### src/dma_cfg.svh
/*
 * Widths and memory depths of the DMA write subsystem, shared by the
 * package, the interfaces and the RTL
 */
`ifndef DMA_CFG_SVH
`define DMA_CFG_SVH

`define DMA_ADDR_W     8
`define DMA_DATA_W     32
`define DMA_LEN_W      8
`define DMA_SRC_DEPTH  64
// Smaller than the address range on purpose
`define DMA_DST_DEPTH  32

`endif

### src/dma_pkg.sv
/*
 * Engine state, AXI burst and response codes and the word types
 */
`include "dma_cfg.svh"

package dma_pkg;

   typedef enum logic [1:0] {
      ADDR_HS    = 2'd0,
      WRITE      = 2'd1,
      W_RESPONSE = 2'd2
   } wr_state_e;

   typedef enum logic [1:0] {
      FIXED = 2'd0,
      INCR  = 2'd1,
      WRAP  = 2'd2
   } axi_burst_e;

   typedef enum logic [1:0] {
      OKAY   = 2'd0,
      EXOKAY = 2'd1,
      SLVERR = 2'd2,
      DECERR = 2'd3
   } axi_resp_e;

   typedef logic [`DMA_DATA_W-1:0] data_t;
   typedef logic [`DMA_ADDR_W-1:0] addr_t;
   typedef logic [`DMA_LEN_W-1:0]  len_t;

endpackage

### src/axi_wr_if.sv
/*
 * AXI-4 write channels (address, data, response) between the burst
 * engine as manager and the sink RAM as subordinate
 */
`include "dma_cfg.svh"

interface axi_wr_if;
   import dma_pkg::*;

   // Write address
   logic       awvalid;
   logic       awready;
   addr_t      awaddr;
   len_t       awlen;
   logic [2:0] awsize;
   axi_burst_e awburst;

   // Write data
   logic                    wvalid;
   logic                    wready;
   data_t                   wdata;
   logic [`DMA_DATA_W/8-1:0] wstrb;
   logic                    wlast;

   // Write response
   logic      bvalid;
   logic      bready;
   axi_resp_e bresp;

   modport mgr (
      output awvalid, awaddr, awlen, awsize, awburst,
      output wvalid, wdata, wstrb, wlast,
      output bready,
      input  awready, wready, bvalid, bresp
   );

   modport sub (
      input  awvalid, awaddr, awlen, awsize, awburst,
      input  wvalid, wdata, wstrb, wlast,
      input  bready,
      output awready, wready, bvalid, bresp
   );

endinterface

### src/iob_rd_if.sv
/*
 * Native valid/ready read port from the burst engine to the source RAM
 */
`include "dma_cfg.svh"

interface iob_rd_if;
   import dma_pkg::*;

   logic                     valid;
   addr_t                    addr;
   data_t                    rdata;
   logic [`DMA_DATA_W/8-1:0] rstrb;
   logic                     ready;

   modport mgr (output valid, addr, input rdata, rstrb, ready);
   modport sub (input valid, addr, output rdata, rstrb, ready);

endinterface

### src/src_mem.sv
/*
 * Source RAM of the DMA: loaded through a plain write port, read by the
 * engine over the native port with a same-cycle answer
 */
`include "dma_cfg.svh"

module src_mem (
   input  logic           clk_i,
   input  logic           ld_we_i,
   input  dma_pkg::addr_t ld_addr_i,
   input  dma_pkg::data_t ld_data_i,
   iob_rd_if.sub          rd
);
   import dma_pkg::*;

   localparam int unsigned IDX_W = $clog2(`DMA_SRC_DEPTH);

   data_t            mem [`DMA_SRC_DEPTH];
   logic [IDX_W-1:0] ld_idx;
   logic [IDX_W-1:0] rd_idx;

   // Depth is a power of two, so dropping the upper bits wraps the address
   assign ld_idx = ld_addr_i[IDX_W-1:0];
   assign rd_idx = rd.addr[IDX_W-1:0];

   // Load port
   always_ff @(posedge clk_i) begin
      if (ld_we_i) begin
         mem[ld_idx] <= ld_data_i;
      end
   end

   // Read side answers in the same cycle
   assign rd.ready = rd.valid;
   assign rd.rdata = mem[rd_idx];
   // Every read returns a full word
   assign rd.rstrb = '1;

endmodule

### src/burst_wr_engine.sv
/*
 * Write DMA engine: fetches words over the native read port and sends
 * them as one AXI incrementing burst, then records the write response
 */
`include "dma_cfg.svh"

module burst_wr_engine (
   input  logic           clk_i,
   input  logic           rst_i,
   input  logic           run_i,
   input  dma_pkg::addr_t src_addr_i,
   input  dma_pkg::addr_t dst_addr_i,
   input  dma_pkg::len_t  length_i,
   output logic           ready_o,
   output logic           error_o,
   iob_rd_if.mgr          rd,
   axi_wr_if.mgr          axi
);
   import dma_pkg::*;

   localparam int unsigned AWSIZE = $clog2(`DMA_DATA_W / 8);

   wr_state_e state_q;
   wr_state_e state_d;

   // One bit wider than the length so that length 255 still counts
   logic [`DMA_LEN_W:0] cnt_q;

   // Command copies
   addr_t src_q;
   addr_t dst_q;
   len_t  len_q;

   logic aw_pend_q;
   logic ready_q;
   logic error_q;

   logic go;
   logic beat;
   logic last_beat;
   logic b_done;

   // A command is taken only while idle
   assign go        = (state_q == ADDR_HS) & ready_q & run_i;
   // The source answers in the same cycle, so a beat needs only wready
   assign beat      = (state_q == WRITE) & axi.wready & rd.ready;
   assign last_beat = (cnt_q == {1'b0, len_q});
   assign b_done    = (state_q == W_RESPONSE) & axi.bvalid;

   // Next state
   always_comb begin
      state_d = state_q;
      case (state_q)
         ADDR_HS: begin
            if (go) begin
               state_d = WRITE;
            end
         end
         WRITE: begin
            if (beat && last_beat) begin
               state_d = W_RESPONSE;
            end
         end
         W_RESPONSE: begin
            if (b_done) begin
               state_d = ADDR_HS;
            end
         end
         default: state_d = ADDR_HS;
      endcase
   end

   // State, beat counter and status
   always_ff @(posedge clk_i or posedge rst_i) begin
      if (rst_i) begin
         state_q   <= ADDR_HS;
         cnt_q     <= '0;
         aw_pend_q <= 1'b0;
         ready_q   <= 1'b1;
         error_q   <= 1'b0;
      end else begin
         state_q <= state_d;

         if (go) begin
            cnt_q <= '0;
         end else if (beat) begin
            cnt_q <= cnt_q + 1'b1;
         end

         // Address stays offered until the sink accepts it
         if (go) begin
            aw_pend_q <= ~axi.awready;
         end else if (aw_pend_q && axi.awready) begin
            aw_pend_q <= 1'b0;
         end

         // Ready comes back one cycle after the return to idle
         if (go) begin
            ready_q <= 1'b0;
         end else if (state_q == ADDR_HS) begin
            ready_q <= 1'b1;
         end

         if (b_done) begin
            error_q <= (axi.bresp != OKAY);
         end
      end
   end

   // Command registers
   always_ff @(posedge clk_i) begin
      if (go) begin
         src_q <= src_addr_i;
         dst_q <= dst_addr_i;
         len_q <= length_i;
      end
   end

   // Write address, straight from the command in the start cycle
   assign axi.awvalid = go | aw_pend_q;
   assign axi.awaddr  = go ? dst_addr_i : dst_q;
   assign axi.awlen   = go ? length_i : len_q;
   assign axi.awsize  = 3'(AWSIZE);
   assign axi.awburst = INCR;

   // Write data comes straight from the source read
   assign axi.wvalid = (state_q == WRITE);
   assign axi.wdata  = rd.rdata;
   assign axi.wstrb  = rd.rstrb;
   assign axi.wlast  = (state_q == WRITE) & last_beat;

   assign axi.bready = (state_q == W_RESPONSE);

   // Source is read only when the sink can take the word
   assign rd.valid = (state_q == WRITE) & axi.wready;
   assign rd.addr  = src_q + addr_t'(cnt_q);

   assign ready_o = ready_q;
   assign error_o = error_q;

endmodule

### src/axi_wr_ram.sv
/*
 * Sink RAM with an AXI-4 write port and range checking; a second,
 * asynchronous read port lets the contents be read back
 */
`include "dma_cfg.svh"

module axi_wr_ram (
   input  logic           clk_i,
   input  logic           rst_i,
   input  logic           hold_i,
   axi_wr_if.sub          axi,
   input  dma_pkg::addr_t dbg_addr_i,
   output dma_pkg::data_t dbg_data_o
);
   import dma_pkg::*;

   localparam int unsigned IDX_W     = $clog2(`DMA_DST_DEPTH);
   localparam int unsigned NBYTES    = `DMA_DATA_W / 8;
   localparam int unsigned FULL_SIZE = $clog2(`DMA_DATA_W / 8);

   data_t     mem [`DMA_DST_DEPTH];
   wr_state_e state_q;
   addr_t     addr_q;
   len_t      len_q;
   len_t      cnt_q;
   logic      err_q;

   logic aw_hs;
   logic w_hs;
   logic b_hs;
   logic in_range;
   logic len_bad;

   assign aw_hs = axi.awvalid & axi.awready;
   assign w_hs  = axi.wvalid & axi.wready;
   assign b_hs  = axi.bvalid & axi.bready;

   assign in_range = (addr_q < addr_t'(`DMA_DST_DEPTH));
   // wlast has to agree with the length given on the address channel
   assign len_bad  = axi.wlast != (cnt_q == len_q);

   always_ff @(posedge clk_i or posedge rst_i) begin
      if (rst_i) begin
         state_q <= ADDR_HS;
         cnt_q   <= '0;
         err_q   <= 1'b0;
      end else begin
         case (state_q)
            ADDR_HS: begin
               if (aw_hs) begin
                  state_q <= WRITE;
                  cnt_q   <= '0;
                  // Only full-width incrementing bursts
                  err_q   <= (axi.awburst != INCR) | (axi.awsize != 3'(FULL_SIZE));
               end
            end
            WRITE: begin
               if (w_hs) begin
                  cnt_q <= cnt_q + 1'b1;
                  if (!in_range || len_bad) begin
                     err_q <= 1'b1;
                  end
                  if (axi.wlast) begin
                     state_q <= W_RESPONSE;
                  end
               end
            end
            W_RESPONSE: begin
               if (b_hs) begin
                  state_q <= ADDR_HS;
               end
            end
            default: state_q <= ADDR_HS;
         endcase
      end
   end

   // Burst address, one word per beat
   always_ff @(posedge clk_i) begin
      if (aw_hs) begin
         addr_q <= axi.awaddr;
         len_q  <= axi.awlen;
      end else if (w_hs) begin
         addr_q <= addr_q + 1'b1;
      end
   end

   // Out-of-range beats are dropped
   always_ff @(posedge clk_i) begin
      if (w_hs && in_range) begin
         for (int b = 0; b < NBYTES; b++) begin
            if (axi.wstrb[b]) begin
               mem[addr_q[IDX_W-1:0]][8*b +: 8] <= axi.wdata[8*b +: 8];
            end
         end
      end
   end

   assign axi.awready = (state_q == ADDR_HS);
   assign axi.wready  = (state_q == WRITE) & ~hold_i;
   assign axi.bvalid  = (state_q == W_RESPONSE);
   assign axi.bresp   = err_q ? SLVERR : OKAY;

   // Read-back port, zero outside the array
   assign dbg_data_o = (dbg_addr_i < addr_t'(`DMA_DST_DEPTH)) ?
                       mem[dbg_addr_i[IDX_W-1:0]] : '0;

endmodule

### src/dma_wr_top.sv
/*
 * DMA write subsystem top: source RAM, burst engine and AXI sink RAM
 * joined by the native read and AXI write interfaces
 */
module dma_wr_top (
   input  logic           clk_i,
   input  logic           rst_i,

   // Source load port
   input  logic           ld_we_i,
   input  dma_pkg::addr_t ld_addr_i,
   input  dma_pkg::data_t ld_data_i,

   // Command and status
   input  logic           run_i,
   input  dma_pkg::addr_t src_addr_i,
   input  dma_pkg::addr_t dst_addr_i,
   input  dma_pkg::len_t  length_i,
   output logic           ready_o,
   output logic           error_o,

   // Sink back-pressure and read-back
   input  logic           sink_hold_i,
   input  dma_pkg::addr_t dbg_addr_i,
   output dma_pkg::data_t dbg_data_o
);

   axi_wr_if axi_if_inst ();
   iob_rd_if rd_if_inst ();

   src_mem src_mem_inst (
      .clk_i     (clk_i),
      .ld_we_i   (ld_we_i),
      .ld_addr_i (ld_addr_i),
      .ld_data_i (ld_data_i),
      .rd        (rd_if_inst.sub)
   );

   burst_wr_engine burst_wr_engine_inst (
      .clk_i      (clk_i),
      .rst_i      (rst_i),
      .run_i      (run_i),
      .src_addr_i (src_addr_i),
      .dst_addr_i (dst_addr_i),
      .length_i   (length_i),
      .ready_o    (ready_o),
      .error_o    (error_o),
      .rd         (rd_if_inst.mgr),
      .axi        (axi_if_inst.mgr)
   );

   axi_wr_ram axi_wr_ram_inst (
      .clk_i      (clk_i),
      .rst_i      (rst_i),
      .hold_i     (sink_hold_i),
      .axi        (axi_if_inst.sub),
      .dbg_addr_i (dbg_addr_i),
      .dbg_data_o (dbg_data_o)
   );

endmodule

### config.mk
export PLATFORM = sky130hd
export DESIGN_NAME = dma_wr_top
export DESIGN_NICKNAME = d
export VERILOG_FILES = /design/src/dma_pkg.sv /design/src/axi_wr_if.sv /design/src/iob_rd_if.sv /design/src/src_mem.sv /design/src/burst_wr_engine.sv /design/src/axi_wr_ram.sv /design/src/dma_wr_top.sv
export VERILOG_INCLUDE_DIRS = /design/src
export SDC_FILE = /design/constraint.sdc
export NUM_CORES = 2
export LEC_CHECK = 0
export ABC_AREA = 1
export ABC_CLOCK_PERIOD_IN_PS = 4100
export CAP_MARGIN = 10
export CORE_UTILIZATION = 24
export CTS_CLUSTER_DIAMETER = 120
export DETAILED_ROUTE_END_ITERATION = 10
export DONT_BUFFER_PORTS = 1
export GPL_ROUTABILITY_DRIVEN = 0
export PLACE_DENSITY = 0.37
export SLEW_MARGIN = 0
export SYNTH_ARGS = -nofsm -noshare
export SYNTH_HDL_FRONTEND = slang
export SYNTH_SLANG_ARGS = --single-unit
### constraint.sdc
create_clock -name clk_i -period 4.1 [get_ports clk_i]
set_input_delay 0.41 -clock clk_i [delete_from_list [all_inputs] [get_ports clk_i]]
set_output_delay 0.41 -clock clk_i [all_outputs]
set_load 0.02 [all_outputs]
==> Implementation_results.wiki <==
{| class="wikitable"
! Metric !! Value
|-
| Run status || finished clean
|-
| Initial standard-cell utilization of the core || 0.242
|-
| Number of cells on the worst hold path || 1
|-
| Share of the synthesized area in the top cell type || 0.699
|-
| Total global routing track utilization || 0.161
|-
| Drt drc || 0
|-
| Delay of the slowest cell on the worst path || about 0.83 ns
|-
| Total met3 wirelength after detailed routing || 16.3 mm
|-
| Final worst path period need || 4.01 ns
|-
| Data arrival, critical path || between 4 and 5 ns
|-
| Via density per instance || 4.27
|-
| Final non-filler cell total || just over 20k
|-
| Final core occ || 0.290
|-
| Register-to-register setup slack || 0.09 ns
|-
| ANT nets after route || 0
|-
| Max Fanout on Critical Path || 32
|-
| HP Class || input port to register
|-
| Cells along the critical path || ha_4, inv_1, fa_4, buf_12, inv_8, buf_12, buf_4, nand3_1, nand2_1, nand2_1, nand2_1, nand2_1, nand3_1, nand3_1, buf_4, nand2_1, buf_12
|-
| Clock sink count || 3135
|-
| Area of the placeable core || 550000 µm²
|-
| Post-DP HPWL || 255 mm
|-
| Setup_tns || 0 ns
|-
| Number of buffers and inverters on the critical path || 7
|-
| Post-Synthesis Net Count || 12.7k
|-
| Maximum achievable frequency || 0.250 GHz
|-
| Clk pwr share || 0.237
|-
| Number of max-slew violations in the final report || 0
|-
| Total stage count of the critical path || 17
|-
| Clock Path Buffers || 4
|-
| Startpoint of the worst hold path || src_addr_i[0]
|-
| Total grt overflow || 0
|-
| Worst Path Class, Setup || register to register
|-
| Part of the total power dissipated in sequential elements || 0.321
|-
| Area Overhead vs Synth || 20.0%
|-
| Yosys warns || 0
|-
| Wire per inst || ~23 µm
|-
| Standby leakage power || 0.0627 µW
|-
| Number of I/O port buffers || 0
|-
| Fraction of power spent switching nets || 0.421
|-
| Unrepaired setup endpoints after global routing || no
|-
| Reg-to-Reg End || axi_wr_ram_inst.mem[10][26]
|-
| Final-report setup violation count || 0
|-
| Async set-reset flop share out of synthesis || 0.00797
|-
| Required time of the worst setup path || 4.79 ns
|-
| Reg2reg path depth || 17
|-
| Final net count || 13.0k
|-
| Wire length of the first global-routing pass || 657 mm
|-
| Slew @ Worst Pin || around 1.3 ns
|-
| Via count of the first global-routing pass || between 80k and 90k
|-
| Clock transition at the registers of the reported paths || 0.06 ns
|-
| Met2 WL post-DR || 221 mm
|-
| Clock root cell || sky130_fd_sc_hd__clkbuf_16
|-
| Clock tree from TritonCTS || built
|-
| Height of the die || 746 µm
|-
| Count of TritonRoute iterations in the first routing pass || 6
|-
| Topmost layer with routed signal wires || met5
|-
| Power density over the cells || 860 nW/µm²
|-
| Maximum number of pins on one net before global-route repair || 514
|-
| Power share of the combinational group || 0.442
|-
| Critical path's slowest cell || sky130_fd_sc_hd__fa_4
|-
| Total of max-cap violations || 0
|-
| Ratio of cells with drive above 1 in the final layout || 0.0881
|-
| Type of element launching the critical path || register
|-
| Total number of vias || 87.7k
|-
| Hold Crit Endpoint || burst_wr_engine_inst.src_q[0]
|-
| Normalized max-slew margin || 0.101
|-
| Most common library cells after synthesis || 5048 x sky130_fd_sc_hd__nand2_1, 3094 x sky130_fd_sc_hd__edfxtp_1, 1387 x sky130_fd_sc_hd__nand3_1
|-
| Largest area contributor in the netlist || sky130_fd_sc_hd__edfxtp_1
|-
| Die W || between 700 and 800 µm
|-
| CP Capture Type || register
|-
| Count of standard-cell rows || 272
|-
| Final count of hold timing violations || 0
|-
| Cell Count Post-Placement || 19.7k
|-
| Overall die area || roughly 560000 µm²
|-
| Synthesized instance count || 12.6k
|-
| Wirelength, routed || between 400 and 500 mm
|-
| Cell types occupying the most area after synthesis || sky130_fd_sc_hd__edfxtp_1 70%, sky130_fd_sc_hd__nand2_1 14%, sky130_fd_sc_hd__nand3_1 5.2%
|-
| Launching point of the worst reg2reg path || burst_wr_engine_inst.src_q[0]
|-
| Violation count after the first detailed-routing iteration || 6088
|-
| Post-synthesis average cell area || 10.6 µm²
|-
| Cell seen most often among critical-path stages || sky130_fd_sc_hd__nand2_1
|-
| I/O Pins || 111
|-
| Antenna violations before repair || 31
|-
| Number of distinct standard cells referenced by the synthesized netlist || 38
|-
| Cell internal pwr || approximately 79000 µW
|-
| Post-synth EDFFs || 3094
|-
| Proportion of synthesized chip area in sequential cells || 0.706
|-
| Clock skew || 0.102 ns
|-
| Switching power || a little under 60000 µW
|-
| Post-synth top flop || sky130_fd_sc_hd__edfxtp_1
|-
| Clock buffers created by TritonCTS || 380
|-
| Worst VDD drop || 0.00100 V
|-
| Post-route fraction of the period consumed by the critical path || 0.977
|-
| #FFs+latches synth || 3135
|-
| Cell with the most instances after synthesis || sky130_fd_sc_hd__nand2_1
|-
| H-tree lvl count || 5
|-
| Kind of cell adding the most delay to the critical path || simple AND/OR/NAND/NOR gates
|-
| Routed metal-1 wire length || 213 mm
|-
| Clock latency reported for the late side of the worst-skew pair || 1.04 ns
|-
| Synthesized area || between 100000 and 150000 µm²
|}
## cells in the final DEF (no fill, tap or decap), types with 95 or more instances in the layout
master and instances:
sky130_fd_sc_hd__buf_4 339, sky130_fd_sc_hd__nand2_1 5043, sky130_fd_sc_hd__nand3_1 1382, sky130_fd_sc_hd__edfxtp_1 3094, sky130_fd_sc_hd__inv_1 1241, sky130_fd_sc_hd__o21ai_0 320, sky130_fd_sc_hd__nor2_4 96, sky130_fd_sc_hd__clkbuf_1 114
sky130_fd_sc_hd__nor2_1 401, sky130_fd_sc_hd__buf_12 185, sky130_fd_sc_hd__clkbuf_16 387, sky130_fd_sc_hd__clkinv_1 95
## logic make-up (layout without fill, tap and decap cells)
| group | Yosys count | count (layout) | synth area share |
|---|---|---|---|
| compound gates | 537 | 537 | 0.0217 |
| xor+xnor | 21 | 21 | 0.00155 |
| fa+ha+maj | 12 | 12 | 0.00119 |
| buf+inv | 1920 | 2567 | 0.0590 |
| flops | 3135 | 3135 | 0.706 |
| other cells | 0 | 38 | 0 |
| simple gates | 6958 | 6958 | 0.210 |
## per-stage QoR
stage,worst slack [ns],area [µm²],hold slack (ns),power [µW]
global placement,-0.120,146000,0.438,106000
global route,0.00214,159000,0.0497,144000
finish,0.0924,159000,0.0956,137000
CTS,0.00297,159000,0.00169,139000
floorplan,1.13,133000,0.421,72000
detailed placement,-0.0916,146000,0.439,105000
## routing by layer
metal | track usage | vias to the layer above
met5 | 0 | -
met4 | 0.0393 | 4
met3 | 0.0189 | 507
met2 | 0.273 | 1508
met1 | 0.220 | 43449
li1 | - | 42262
## power by group through the flow
stage               combinational (µW)  sequential [µW]  clock (µW)
global route                     65600            44000       34600
global placement                 61000            44600           0
detailed placement               60800            44600           0
finish                           60600            44000       32500
floorplan                        27200            44800           0
CTS                              61800            44000       33500
## sequential cells by signal, summed over array words and instances, names as in the netlist, 2 cells and up
register,flops
axi_wr_ram_inst.state_q,2
burst_wr_engine_inst.len_q,8
burst_wr_engine_inst.state_q,2
src_mem_inst.mem,2048
burst_wr_engine_inst.cnt_q,9
burst_wr_engine_inst.dst_q,8
axi_wr_ram_inst.cnt_q,8
axi_wr_ram_inst.len_q,8
axi_wr_ram_inst.mem,1024
axi_wr_ram_inst.addr_q,8
burst_wr_engine_inst.src_q,6
## area by class of cell
cell class	instances	area, µm²
multi-input cells	7528	32000
repair buffers	627	7840
flip-flops and latches	3135	93900
clock inverters	185	1600
inverters	1250	4740
clock buffers	505	10200
diodes	38	95.1
well taps	7261	9080
fillers	57348	391000
## what timing repair did
| item | in CTS | in global routing |
|---|---|---|
| endpoints found under the hold margin | 2130 | 0 |
| hold buffers | 103 | 0 |
| resized for setup | 2 | 7 |
| endpoints found under the setup margin | 300 | 135 |
| buffers inserted | 1 | 0 |
| pin swaps | 1 | 0 |
## worst max path at each step
stage	start	to	slack [ns]
finish	burst_wr_engine_inst.src_q[0]	axi_wr_ram_inst.mem[10][26]	0.09
global route	burst_wr_engine_inst.src_q[0]	axi_wr_ram_inst.mem[2][24]	0.002
CTS	burst_wr_engine_inst.src_q[0]	axi_wr_ram_inst.mem[0][2]	0.003
detailed placement	burst_wr_engine_inst.src_q[0]	axi_wr_ram_inst.mem[9][2]	-0.09
global placement	burst_wr_engine_inst.src_q[0]	axi_wr_ram_inst.mem[0][2]	-0.12
floorplan	axi_wr_ram_inst.state_q[0]	axi_wr_ram_inst.mem[0][0]	1.13
Note: power is estimated with default switching activity, not from simulation.
